[src/include/forth_defines.svh]
// Widths and the memory map are fixed for the whole core; the token queue depth must stay a power of two
`ifndef FORTH_DEFINES_SVH
`define FORTH_DEFINES_SVH

////////////////////////////////////////////////////////////////////////////
// Datapath widths
////////////////////////////////////////////////////////////////////////////

// One Forth cell
`define CELL_W 32
// Program address, covers ROM plus RAM
`define ADDR_W 10

// Circular stack depths
`define DSTACK_DEPTH 16
`define RSTACK_DEPTH 8

////////////////////////////////////////////////////////////////////////////
// Memory map and I/O
////////////////////////////////////////////////////////////////////////////

// First RAM address, boot ROM lies below
`define ROM_TOP 200
`define RAM_DEPTH 256
// Token FIFO slots, also the host's starting credits
`define XTQ_DEPTH 2
// Clocks per serial bit
`define BAUD_DIV 625
// ROM idle loop entry
`define IDLE_LOOP 0

`endif

[src/verilog/uart_tx.sv]
// 8N1 transmitter with LSB first; tx_start must only come while tx_busy is low
`timescale 1ns/1ps
`include "forth_defines.svh"

module uart_tx #(
	parameter int baud_div = `BAUD_DIV
) (
	input  logic       clk,
	input  logic       reset,
	input  logic       tx_start,
	input  logic [7:0] tx_byte,
	output logic       tx_busy,
	output logic       tx
);

	localparam int TIMER_W = $clog2(baud_div);

	logic [TIMER_W-1:0] bit_timer;
	logic [3:0]         bit_cnt;
	logic [8:0]         shifter;
	logic               bit_end;

	// Last clock of the current bit
	assign bit_end = bit_timer == TIMER_W'(baud_div - 1);

	// bit_cnt 0 is start, 1 to 8 data, 9 stop
	always_ff @(posedge clk or negedge reset) begin
		if (!reset) begin
			tx_busy   <= 1'b0;
			tx        <= 1'b1;
			bit_timer <= '0;
			bit_cnt   <= '0;
		end else if (!tx_busy) begin
			bit_timer <= '0;
			bit_cnt   <= '0;
			if (tx_start) begin
				tx_busy <= 1'b1;
				tx      <= 1'b0;
			end
		end else if (bit_end) begin
			bit_timer <= '0;
			if (bit_cnt == 4'd9) begin
				// Stop bit done, line stays high
				tx_busy <= 1'b0;
			end else begin
				tx      <= shifter[0];
				bit_cnt <= bit_cnt + 1'b1;
			end
		end else begin
			bit_timer <= bit_timer + 1'b1;
		end
	end

	// Data plus stop bit, ones shift in behind
	always_ff @(posedge clk) begin
		if (!tx_busy && tx_start) begin
			shifter <= {1'b1, tx_byte};
		end else if (tx_busy && bit_end) begin
			shifter <= {1'b1, shifter[8:1]};
		end
	end

	// Sequencer must hold in emit until the frame ends
	assert property (@(posedge clk) disable iff (!reset) tx_start |-> !tx_busy)
		else $error("tx_start while transmitter busy");

endmodule

[config.mk]
export PLATFORM = sky130hd
export DESIGN_NAME = uart_tx
export DESIGN_NICKNAME = d
export VERILOG_FILES = /design/src/verilog/uart_tx.sv
export VERILOG_INCLUDE_DIRS = /design/src /design/src/include
export SDC_FILE = /design/constraint.sdc
export NUM_CORES = 1
export LEC_CHECK = 0
export ABC_CLOCK_PERIOD_IN_PS = 2060
export BUFFER_PORTS_ARGS = -buffer_cell sky130_fd_sc_hd__buf_4
export CAP_MARGIN = 20
export CORE_MARGIN = 2
export CORE_UTILIZATION = 56
export DETAILED_ROUTE_END_ITERATION = 8
export GPL_TIMING_DRIVEN = 0
export MAX_ROUTING_LAYER = met4
export PLACE_DENSITY = 0.77
export SETUP_SLACK_MARGIN = 0.4
export SYNTH_ARGS = -nofsm -noshare
export SYNTH_HDL_FRONTEND = slang
export SYNTH_SLANG_ARGS = --single-unit
[constraint.sdc]
create_clock -name clk -period 2.06 [get_ports clk]
set_input_delay 0.618 -clock clk [delete_from_list [all_inputs] [get_ports clk]]
set_output_delay 0.618 -clock clk [all_outputs]
set_load 0.03 [all_outputs]
### Yosys cells after proc, flatten, opt, wreduce, memory -nomap -nowiden

Cells that the tools add are included.

| word-level totals | value |
|---|---|
| register bits | 24 |

| operators by class | value |
|---|---|
| muxes and demuxes | 15 |
| $add $sub $neg | 2 |
| equality and inequality tests | 4 |
| reduce and logical (&&, ||, !) cells | 7 |

Operators by type and width:

| kind | count |
|---|---|
| 10-bit 2-to-1 mux | 2 |
| 8-bit 2-to-1 mux | 2 |
| 4-bit 2-to-1 mux | 3 |
| 10-bit by 1-bit adder with 10-bit output, second input constant | 1 |
| 10-bit equality test, second input constant | 1 |
| 1-bit 2-to-1 mux | 8 |
| 4-bit by 1-bit adder with 4-bit output, second input constant | 1 |
| 4-bit equality test, second input constant | 1 |
| 2-bit nonzero test | 2 |
| 3-bit AND reduction | 1 |
| 1-bit logical AND | 2 |
| 2-bit by 1-bit inequality test with 1-bit output, second input constant | 1 |
| 2-bit inequality test, second input constant | 1 |
| 2-bit AND reduction | 1 |
| 1-bit logical NOT | 1 |

### Depth between registers and ports, before layout

Gate-level depths: netlist (run 1).

| logic depth | value |
|---|---|
| depth after elaboration | 4 |
| mapped depth | 7 |
| depth with buffers taken out | 6 |

### Least setup slack after synthesis (run 1)

No wires, ideal clock.

| timing | value |
|---|---|
| path kind | flip-flop to flip-flop |
| from | reg bit_timer[7] |
| to | reg bit_cnt[2] |
| required time | 1.982 ns |
| cell stages (with the launch flop) | 6 |
| arrival time | 1.757 ns |
| path slack | 0.226 ns |
| cell sequence | dfrtp_1 > nor4_2 > or3b_1 > clkbuf_2 > or4_1 > a21oi_1 |

| on the way | value |
|---|---|
| cells in the longest elaborated chain, start to end | 3 |

Ends and longest elaborated chain:

| what | RTL line | RTL |
|---|---|---|
| start: declaration | uart_tx.sv:18 | `logic [TIMER_W-1:0] bit_timer;` |
| start signal: assignment | uart_tx.sv:50 | `bit_timer <= bit_timer + 1'b1;` |
| 10-bit equality test | uart_tx.sv:24 | `assign bit_end = bit_timer == TIMER_W'(baud_div - 1);` |
| 2-bit by 1-bit inequality test with 1-bit output (no line) | n/a |  |
| 2-bit AND reduction (no line) | n/a |  |
| end signal: assignment | uart_tx.sv:47 | `bit_cnt <= bit_cnt + 1'b1;` |
| end: declaration | uart_tx.sv:19 | `logic [3:0] bit_cnt;` |

No other way between the ends.
A chain may end at the register's enable or synchronous reset.

### Worst setup path in the final report (run 1)

Same ends and word-level chain as after synthesis.

==> out/summary.md, run 1 <==
Clock tree synthesis found a total of 24 sinks. Derived from the worst setup path, the maximum achievable clock frequency is 510 MHz. Power spread over the standard cell area amounts to 851 mW/mm^2. The reported net switching power was 0.000404 W. The logs give 0 for the max-cap violation count and 953 um for the wire length the detailed router placed on met1. In this run switching power makes up 32.5% of total power. The post-route antenna net violation count came out at 0. The initial antenna violation count is 0, and the synthesized area per cell is 11.3 sq um.

The tools report the number of global-route vias before repair as 864. The share of total power dissipated in the clock network is 17.1%. The number of flip-flops and latches in the synthesized netlist is 24, and the fraction of final layout cells sized beyond drive strength 1 is 38.2%.

For this run, the post-layout net count is 147. When the netlist entered floorplanning its net count stood at 120. The clock skew was 0.00148 ns. The run gives 4 as the detailed-routing iteration count for the pre-antenna-repair pass. The floorplan die area was 0.00250 sq mm; the count of endpoints failing hold in the final timing report was 0.

By count the netlist is led by 15 x sky130_fd_sc_hd__dfrtp_1, 9 x sky130_fd_sc_hd__nor2_1, 8 x sky130_fd_sc_hd__edfxtp_1. The final layout contains routed wiring with a total length of 2140 um. In this run, placement finished with an instance count of 144. Setup repair after global routing could not meet its margin everywhere. The setup-violating endpoint count in the final report is 0, and the area of the core is 0.00198 sq mm.

Clock latency on the worst-skew pair, taken at its later pin, is 0.31 ns. The width of the die was 50.0 um; the largest fanout of any net on the critical path was 6. The maximum buffer depth of the clock tree was 2; the post-route clock period utilization was 95.2%.

The tools report the starting utilization of the core area as 59.8%. The worst hold path class is in -> async. Entering global routing, the biggest net connects 17 pins. The flip-flop cell with the highest count after synthesis is sky130_fd_sc_hd__dfrtp_1. The share of total power dissipated in combinational logic is 28.5%. The congestion estimate from routability-driven global placement came to 0.751.

For the worst setup path, the data required time is 2.31 ns. The run gives 1460 um as the placed wire-length estimate. Library cell used as clock root buffer: sky130_fd_sc_hd__clkbuf_4.

The wire length per cell after detailed routing is 13.5 um, and the sequential element share of the synthesized area is 54.1%. Adding up every negative setup slack in the final design gives 0 ns. The initialized floorplan defines 16 standard-cell rows. The run gives 0 as the number of warnings reported in the yosys synthesis log. For this run, the share of the core covered by cells in the final layout is 73.8%. For the finished layout, the period the worst path requires is 1.96 ns. The standby leakage power was 0.623 nW; the H-tree level count was 1. The signal on the critical path passes through nor4_4 -> or3b_4 -> buf_8 -> or4_4 -> a21oi_2. From bottom edge to top edge, the die measures 50.0 um. The run gives 6 as the initial DRC count. The cell count after synthesis came out at 105. Global routing used 19.9% of the available tracks across all layers.

Buffers inserted during clock tree synthesis total 3. The highest layer touched by signal routing is met4. The run gives 3640 um as the wire length of the first global-routing pass. Yosys instantiated no cell more often than sky130_fd_sc_hd__dfrtp_1. In this run, synthesis inferred 8 flip-flops with an integrated enable. The tools report the minimum setup slack after placement as 0.135 ns. The count of cells in the finished layout, fillers not included, comes to 158.

Counting distinct cell types in the post-synthesis netlist gives 36. The number of diodes was 0; the delay of the slowest cell on the worst path was 0.47 ns. After clock tree synthesis, the clock-pin slew on the worst setup and hold paths is 0.13 ns. Of all flip-flops after synthesis, the portion carrying an async set or reset was 66.7%. In the detailed route, the total length drawn on met3 is 47 um. The remaining global-route overflow came out at 0. Headroom to the max-slew limit: 74.2%.

STA classifies the critical path startpoint as a flop. The area share of the largest cell type after synthesis works out to 31.6%. In the routed design, unresolved DRC markers number 0.

Compared with the post-synthesis result, the final layout area differs by 23.3%. The number of pins with negative max-slew slack in the final report came out at 0. The tools report the critical path capture point type as a flop. The critical path is of the reg -> reg type. TritonCTS built the clock tree. The number of buffer cells added on primary ports was 12; the worst-case vdd ir drop was 583 uV. The standard cell with the maximum stage delay on the critical path was sky130_fd_sc_hd__or4_4.

The run gives 0.00119 sq mm as the netlist area before placement. The ratio of routed vias to standard cells was 5.44. Sorting the synthesized cells by area gives the leading types as sky130_fd_sc_hd__dfrtp_1 32%, sky130_fd_sc_hd__edfxtp_1 20%, sky130_fd_sc_hd__mux2_2 6.6%.

Sequential cells burn 54.3% of the power. The transition time of the tightest slew-check pin was 0.387 ns; the slack of the critical path was 0.0979 ns. The routed layout has 860 vias.

For the worst setup path, the data arrival time is 2.21 ns. The detailed route wirelength on metal2 is 1120 um, and the internal portion of total power is 0.000841 W. The largest total area in the synthesized netlist belongs to sky130_fd_sc_hd__dfrtp_1.

For this design the top-level I/O count stands at 13. The run finished with clean final reports.
[cell families (layout without fill, tap and decap cells)]
logic type	count (synthesis)	in the layout	synth area share, %
xor+xnor	4	4	2.95
flops	24	24	54.1
compound gates	17	17	9.07
mux	9	9	8.33
simple gates	37	37	18.0
fa+ha+maj	4	4	4.22
buf+inv	10	36	3.27
[layer usage]
layer	global-route usage [%]	vias to the layer above
met3	3.64	4
met1	22.7	419
li1	-	427
met4	6.94	0
met2	34.6	10
met5	-	-
[timing repair]
action	4_1_cts	5_1_grt
endpoints found under the setup margin	14	26
resized for setup	6	11
hold buffers	0	0
pin swaps	2	5
hold endpoints to repair	0	0
setup buffers	6	4
[critical path: cells and delay by family, from the launching register on]
kind,cells,cell delay (ns)
AND/OR/NAND/NOR,3,1.17
flip-flops,1,0.46
buffers and inverters,1,0.14
AO/OA/AOI/OAI,1,0.14
[cell usage in the layout, fill, tap and decap left out, types with 3 or more instances in the layout]
cell type and instances:
sky130_fd_sc_hd__inv_1 7, sky130_fd_sc_hd__nand2_1 7, sky130_fd_sc_hd__clkbuf_4 3, sky130_fd_sc_hd__buf_4 22, sky130_fd_sc_hd__nand3_1 4, sky130_fd_sc_hd__ha_1 4
sky130_fd_sc_hd__a21oi_1 4, sky130_fd_sc_hd__dfrtp_1 13, sky130_fd_sc_hd__mux2_2 7, sky130_fd_sc_hd__nor2_1 7, sky130_fd_sc_hd__nand2b_1 4, sky130_fd_sc_hd__edfxtp_1 8
sky130_fd_sc_hd__o21ai_0 4
[power by group through the flow]
stage / registers (W) / logic (W) / clock network (W)
2_1_floorplan: 0.000665 / 0.000197 / 0
3_3_place_gp: 0.000683 / 0.000239 / 0
3_5_place_dp: 0.000686 / 0.000253 / 0
4_1_cts: 0.000675 / 0.000333 / 0.000217
5_1_grt: 0.000687 / 0.000400 / 0.000230
6_report: 0.000676 / 0.000355 / 0.000213
[through the flow]
| step | hold WS (ns) | cell area, sq um | total power, W |
|---|---|---|---|
| after floorplan | 0.322 | 1190 | 0.000862 |
| after global placement | 0.482 | 1310 | 0.000922 |
| after detailed placement | 0.488 | 1310 | 0.000939 |
| after CTS | 0.141 | 1410 | 0.00123 |
| after global routing | 0.137 | 1460 | 0.00132 |
| final | 0.136 | 1460 | 0.00124 |
[worst paths after layout]
check                              from           end  slack, ns  depth (start not counted)
max                        bit_timer[7]    bit_cnt[2]        0.1                          5
min                               reset  bit_timer[2]       0.14                          1
max reg2reg                bit_timer[7]    bit_cnt[2]        0.1                          5
min reg2reg                bit_timer[0]  bit_timer[0]       0.53                          1
max in group asynchronous         reset            tx       1.68                          1
min in group clk           bit_timer[0]  bit_timer[0]       0.53                          1
[area by class of cell]
class                   instances  area (sq um)
inverters                       7          26.3
repair buffers                 22           165
plain buffers                   3          23.8
flip-flops and latches         24           644
multi-input cells              71           543
well taps                      27          33.8
clock buffers                   4          26.3
fillers                       131           519
[flip-flops by register name, indices dropped and copies added (netlist names)]
signal and flops:
tx_busy 1, bit_cnt 4, bit_timer 10, tx 1, shifter 8
Note: power is estimated with default switching activity, not from simulation.
==> run 2: changes to the inputs <==
--- a/config.mk
+++ b/config.mk
@@ -9,12 +9,14 @@
 export ABC_CLOCK_PERIOD_IN_PS = 2060
 export BUFFER_PORTS_ARGS = -buffer_cell sky130_fd_sc_hd__buf_4
 export CAP_MARGIN = 20
+export CELL_PAD_IN_SITES_DETAIL_PLACEMENT = 0
+export CELL_PAD_IN_SITES_GLOBAL_PLACEMENT = 1
 export CORE_MARGIN = 2
-export CORE_UTILIZATION = 56
+export CORE_UTILIZATION = 45
 export DETAILED_ROUTE_END_ITERATION = 8
 export GPL_TIMING_DRIVEN = 0
 export MAX_ROUTING_LAYER = met4
-export PLACE_DENSITY = 0.77
+export PLACE_DENSITY_LB_ADDON = 0.1
 export SETUP_SLACK_MARGIN = 0.4
 export SYNTH_ARGS = -nofsm -noshare
 export SYNTH_HDL_FRONTEND = slang
==> out/summary.md, run 2 (synthesis results as in run 1) <==
Headroom to the max-slew limit: 72.0% (was 74.2%). Number of CTS-inserted buffers: 3 (unchanged). Standard cell with the maximum stage delay on the critical path: sky130_fd_sc_hd__or4_1 (was sky130_fd_sc_hd__or4_4). The tools report the wire length of the first global-routing pass as 3910 um (was 3640 um). For the worst-case vdd ir drop, the log shows 561 uV (was 583 uV). The total number of vias was 892 (was 860); the minimum clock period after layout was 1.94 ns (was 1.96 ns). The fraction of final layout cells sized beyond drive strength 1 was 35.9% (was 38.2%).

The tools report the nature of the critical path startpoint as a flop (unchanged). Largest registers: bit_timer: 10 flops, shifter: 8 flops, bit_cnt: 4 flops (unchanged). Library cell used as clock root buffer: sky130_fd_sc_hd__clkbuf_4 (unchanged).

The detailed-routing iteration count for the pre-antenna-repair pass is 6 (was 4). The critical path buffer and inverter count came out at 1 (unchanged). The number of remaining DRC errors was 0 (unchanged); the flip-flop count of the largest register, all copies and words added was 10 (unchanged). The wire length per cell after detailed routing is 14.7 um (was 13.5 um), and the final wirelength is 2360 um (was 2140 um). Cells traversed along the worst timing path: nor4_2 -> or3b_4 -> buf_8 -> or4_1 -> a21oi_2 (was nor4_4 -> or3b_4 -> buf_8 -> or4_4 -> a21oi_2). The layout net count was 147 (unchanged); the initial antenna violation count was 0 (unchanged). The placed wire-length estimate was 1660 um (was 1460 um); the post-CTS clock slew at the launch and capture registers of the worst setup and hold paths was 0.13 ns (about the same). The number of pins with negative max-slew slack in the final report came out at 0 (unchanged). The run gives 910 (was 864) as the number of global-route vias before repair.

The cell area after placement came out at 0.00131 sq mm (about the same). The tools report the final total negative setup slack as 0 ns (unchanged). The run gives 0 (unchanged) as the max-cap violation count. The run finished with clean final reports.

The cell class contributing the biggest share of worst-path delay is simple AND/OR/NAND/NOR gates (unchanged). For the initial DRC count, the log shows 13 (was 6). The starting utilization of the core area is 47.9% (was 59.8%), and the row count is 18 (was 16). The post-route antenna net violation count is 0 (unchanged). The height of the die was 55.3 um (was 50.0 um).

The run gives 514 MHz (was 510 MHz) as the achievable clock frequency. The floorplan die area is 0.00306 sq mm (was 0.00250 sq mm), and the data required time at the worst endpoint is 2.31 ns (about the same). The slack of the critical path was 0.115 ns (was 0.0979 ns). The I/O pin total is 13 (unchanged), and the H-tree level count is 1 (unchanged). The run gives 0 (unchanged) as the setup-violating endpoint count in the final report. The tools report the clock skew as 0.00271 ns (was 0.00148 ns).

The ratio of routed vias to standard cells was 5.54 (was 5.44). The post-route clock period utilization is 94.4% (was 95.2%), and the total power divided by cell area is 852 mW/mm^2 (was 851 mW/mm^2). Register with the most flip-flops: bit_timer (unchanged). The synthesis-to-finish area growth is 22.7% (was 23.3%), and the cell area after layout is 0.00146 sq mm (about the same). The width of the die works out to 55.3 um (was 50.0 um). Highest-count cells in the layout ignoring fill and taps: 21 x sky130_fd_sc_hd__buf_4, 15 x sky130_fd_sc_hd__dfrtp_1, 8 x sky130_fd_sc_hd__edfxtp_1 (was 22 x sky130_fd_sc_hd__buf_4, 13 x sky130_fd_sc_hd__dfrtp_1, 8 x sky130_fd_sc_hd__edfxtp_1).

The standby leakage power is 0.622 nW (was 0.623 nW). For the TritonCTS sink count, the log shows 24 (unchanged). The maximum buffer depth of the clock tree is 2 (unchanged), and the transition time of the tightest slew-check pin is 0.420 ns (was 0.387 ns).

The logs give 0.125 ns (was 0.135 ns) for the minimum setup slack after placement and 16.5% (was 19.9%) for the overall global routing resource usage. For the global placement routability congestion, the log shows 0.691 (was 0.751). The logs give 0 (unchanged) for the number of diodes and 0.00248 sq mm (was 0.00198 sq mm) for the area of the core.

The largest fanout of any net on the critical path was 6 (unchanged). The number of buffer cells added on primary ports was 12 (unchanged). The kind of critical path was reg -> reg (unchanged).

For the latest clock arrival within the worst-skew pair, the log shows 0.31 ns (about the same). The delay of the slowest cell on the worst path was 0.48 ns (was 0.47 ns). The leading cell type in the layout, fill and taps excluded is sky130_fd_sc_hd__buf_4 (unchanged).

The critical path capture point type was a flop (unchanged). Remaining global-route overflow: 0 (unchanged). The worst hold path class was in -> async (unchanged). TritonCTS built the clock tree. Setup repair after global routing could not meet its margin everywhere.

Arrival time of the worst setup path: 2.20 ns (was 2.21 ns). Maximum number of pins on one net before global-route repair: 17 (unchanged). Count of endpoints failing hold in the final timing report: 0 (unchanged).
-- run 2: cell types whose count changed in the layout (fill, tap and decap cells not counted), sizes merged --
| cell | change |
|---|---|
| clkinv | +1 |
| clkbuf | -1 |
-- run 2: final cells by class --
type	instances	area [sq um]
flip-flops and latches	24	642
inverters	7	26.3
plain buffers	3	23.8
well taps	30	37.5
clock buffers	3	22.5
fillers	225	1020
clock inverters	1	3.75
repair buffers	22	169
multi-input cells	71	531
-- run 2: per-layer routing --
layer,track usage [%],up-vias,part of all wire [%]
met1,19.0,451,44
met3,2.58,4,2.2
met2,29.3,10,53
li1,-,427,-
met4,5.23,0,0.97
met5,-,-,0
-- run 2: metrics by stage --
stage / hold slack (ns) / instances / util [%] / power, W
finish: 0.140 / 161 / 58.7 / 0.00124
global route: 0.133 / 161 / 58.7 / 0.00133
CTS: 0.145 / 157 / 56.6 / 0.00121
detailed placement: 0.496 / 147 / 53.0 / 0.000944
global placement: 0.490 / 147 / 53.0 / 0.000927
floorplan: 0.322 / 105 / - / 0.000862
-- run 2: power breakdown --
part	internal [W]	total (W)	switching (W)
clock network	0.0000709	0.000211	0.000140
logic	0.000199	0.000372	0.000173
registers	0.000569	0.000657	0.0000875
-- run 2: final timing paths --
| check | cells past startpoint | end | startpoint | slack, ns |
|---|---|---|---|---|
| min | 1 | bit_timer[8] | reset | 0.14 |
| min in group clk | 2 | tx | tx | 0.53 |
| max | 5 | bit_cnt[2] | bit_timer[3] | 0.12 |
| max in group asynchronous | 1 | tx | reset | 1.67 |
| min reg2reg | 2 | tx | tx | 0.53 |
| max reg2reg | 5 | bit_cnt[2] | bit_timer[3] | 0.12 |
-- run 2: what timing repair did --
item,4_1_cts,5_1_grt
gates resized for setup,4,11
hold buffers,0,0
hold endpoints to repair,0,0
pin swaps,2,4
setup buffers,6,4
setup endpoints to repair,14,26
==> run 3: changes to the inputs <==
--- a/config.mk
+++ b/config.mk
@@ -17,7 +17,6 @@
 export GPL_TIMING_DRIVEN = 0
 export MAX_ROUTING_LAYER = met4
 export PLACE_DENSITY_LB_ADDON = 0.1
-export SETUP_SLACK_MARGIN = 0.4
 export SYNTH_ARGS = -nofsm -noshare
 export SYNTH_HDL_FRONTEND = slang
 export SYNTH_SLANG_ARGS = --single-unit
==> out/summary.md, run 3 (synthesis results as in run 1) <==
The run gives 0.30 ns (was 0.31 ns) as the latest clock arrival within the worst-skew pair. Critical path capture point type: a flop (unchanged). The ratio of routed vias to standard cells is 5.39 (was 5.54). The run gives 0 (was 4) as the number of gates resized after cts. Global placement routability congestion: 0.720 (was 0.691).

The tools report the achievable clock frequency as 510 MHz (was 514 MHz). Largest fanout of any net on the critical path: 8 (was 6). Cells traversed along the worst timing path: nor4_4 -> or3b_1 -> clkbuf_2 -> or4_1 -> a21oi_1 (was nor4_2 -> or3b_4 -> buf_8 -> or4_1 -> a21oi_2).

The final wirelength is 2020 um (was 2360 um). The kind of critical path was reg -> reg (unchanged). The initial DRC count is 10 (was 13).

Layout net count: 137 (was 147). The logs give 1 (unchanged) for the H-tree level count and 24 (unchanged) for the TritonCTS sink count. The run gives 2.20 ns (about the same) as the arrival time of the worst setup path.

The number of buffers added to fix hold violations after cts was 0 (unchanged). The tools report the library cell used as clock root buffer as sky130_fd_sc_hd__clkbuf_4 (unchanged). The flip-flop count of the largest register, all copies and words added was 10 (unchanged). The number of pins with negative max-slew slack in the final report was 0 (unchanged); the fraction of final layout cells sized beyond drive strength 1 was 25.6% (was 35.9%). The worst hold path class was in -> async (unchanged). The tools report the cell area after layout as 0.00135 sq mm (was 0.00146 sq mm). The wire length per cell after detailed routing is 13.3 um (was 14.7 um).

Setup repair after global routing left no endpoint under its margin. The run gives 17 (unchanged) as the maximum number of pins on one net before global-route repair. The number of buffer cells added on primary ports works out to 12 (unchanged). The delay of the slowest cell on the worst path is 0.48 ns (about the same), and the post-route clock period utilization is 95.1% (was 94.4%). The run gives 0.00131 sq mm (unchanged) as the cell area after placement. The maximum buffer depth of the clock tree came out at 2 (unchanged). The height of the die was 55.3 um (unchanged).

The area of the core was 0.00248 sq mm (unchanged). The count of endpoints failing hold in the final timing report is 0 (unchanged). The logs give 14.3% (was 16.5%) for the overall global routing resource usage and 0 (unchanged) for the max-cap violation count. The run gives 13 (unchanged) as the I/O pin total. The transition time of the tightest slew-check pin was 0.453 ns (was 0.420 ns); the worst-case vdd ir drop was 589 uV (was 561 uV). The total power divided by cell area works out to 858 mW/mm^2 (was 852 mW/mm^2). The leading cell type in the layout, fill and taps excluded is sky130_fd_sc_hd__dfrtp_1 (was sky130_fd_sc_hd__buf_4). The number of diodes is 0 (unchanged).

The run gives 814 (was 892) as the total number of vias. The setup-violating endpoint count in the final report came out at 0 (unchanged). Headroom to the max-slew limit: 69.8% (was 72.0%). For the number of CTS-inserted buffers, the log shows 3 (unchanged).

The starting utilization of the core area came out at 47.9% (unchanged). Highest-count cells in the layout ignoring fill and taps: 14 x sky130_fd_sc_hd__dfrtp_1, 12 x sky130_fd_sc_hd__buf_4, 9 x sky130_fd_sc_hd__nor2_1 (was 21 x sky130_fd_sc_hd__buf_4, 15 x sky130_fd_sc_hd__dfrtp_1, 8 x sky130_fd_sc_hd__edfxtp_1). The width of the die is 55.3 um (unchanged). The logs give 18 (unchanged) for the row count and 0 (unchanged) for the remaining global-route overflow.

Number of global-route vias before repair: 794 (was 910). For the number of remaining DRC errors, the log shows 0 (unchanged). Largest registers: bit_timer: 10 flops, shifter: 8 flops, bit_cnt: 4 flops (unchanged). The run gives 3440 um (was 3910 um) as the wire length of the first global-routing pass. The run finished with clean final reports.

The tools report the post-route antenna net violation count as 0 (unchanged). The placed wire-length estimate was 1500 um (was 1660 um); the number of setup buffers added after CTS was 0 (was 6). Post-CTS clock slew at the launch and capture registers of the worst setup and hold paths: 0.12 ns (was 0.13 ns). The tools report the slack of the critical path as 0.100 ns (was 0.115 ns). The standard cell with the maximum stage delay on the critical path is sky130_fd_sc_hd__or4_1 (unchanged).

The data required time at the worst endpoint was 2.30 ns (was 2.31 ns). Register with the most flip-flops: bit_timer (unchanged). The run gives 0.00306 sq mm (unchanged) as the floorplan die area.

The clock skew was 0.00356 ns (was 0.00271 ns). Final total negative setup slack: 0 ns (unchanged). The run gives 0 (unchanged) as the initial antenna violation count. The minimum clock period after layout was 1.96 ns (was 1.94 ns).

The standby leakage power was 0.566 nW (was 0.622 nW); the minimum setup slack after placement was 0.119 ns (was 0.125 ns). The synthesis-to-finish area growth is 13.8% (was 22.7%). The tools report the nature of the critical path startpoint as a flop (unchanged). Detailed-routing iteration count for the pre-antenna-repair pass: 4 (was 6).

TritonCTS built the clock tree.
==> run 3: worst paths after layout <==
kind                               from      endpoint  slack, ns  depth (start not counted)
hold / removal                    reset  bit_timer[4]       0.15                          1
max in group asynchronous         reset            tx       1.67                          1
setup reg to reg           bit_timer[8]    bit_cnt[2]       0.10                          5
setup / recovery           bit_timer[8]    bit_cnt[2]       0.10                          5
min in group clk           bit_timer[0]  bit_timer[0]       0.52                          1
hold reg to reg            bit_timer[0]  bit_timer[0]       0.52                          1
==> run 3: cell type report <==
| class | count | area [sq um] |
|---|---|---|
| Fill cell | 227 | 1130 |
| Sequential cell | 24 | 643 |
| Multi-Input combinational cell | 71 | 514 |
| Timing Repair Buffer | 12 | 90.1 |
| Tap cell | 30 | 37.5 |
| Clock buffer | 4 | 26.3 |
| Inverter | 7 | 26.3 |
| Buffer | 3 | 12.5 |
==> run 3: worst max-delay path, delay by kind of cell (launching register included) <==
family	cells	cell delay (ns)
AOI/OAI and AO/OA	1	0.15
buffers and inverters	1	0.16
DFF	1	0.45
and+or+nand+nor	3	1.14
==> run 3: where the power goes <==
part           leakage (nW)  internal, W  switching, W
registers             0.264     0.000571      0.000121
logic                 0.287     0.000135      0.000125
clock network        0.0150    0.0000755      0.000131
total                 0.566     0.000782      0.000377
==> run 3: per-layer routing <==
| layer | wire (um) | GRT usage (%) |
|---|---|---|
| met5 | 0 | - |
| met4 | 26 | 4.18 |
| met3 | 59 | 2.34 |
| met2 | 912 | 22.6 |
| met1 | 1020 | 18.9 |
==> run 3: stage by stage <==
stage / power [W] / instances / util (%) / hold slack [ns]
global placement: 0.000924 / 147 / 53.0 / 0.490
detailed placement: 0.000945 / 147 / 53.0 / 0.492
floorplan: 0.000863 / 105 / - / 0.322
global route: 0.00124 / 151 / 54.5 / 0.148
finish: 0.00116 / 151 / 54.5 / 0.146
CTS: 0.00115 / 151 / 54.1 / 0.146
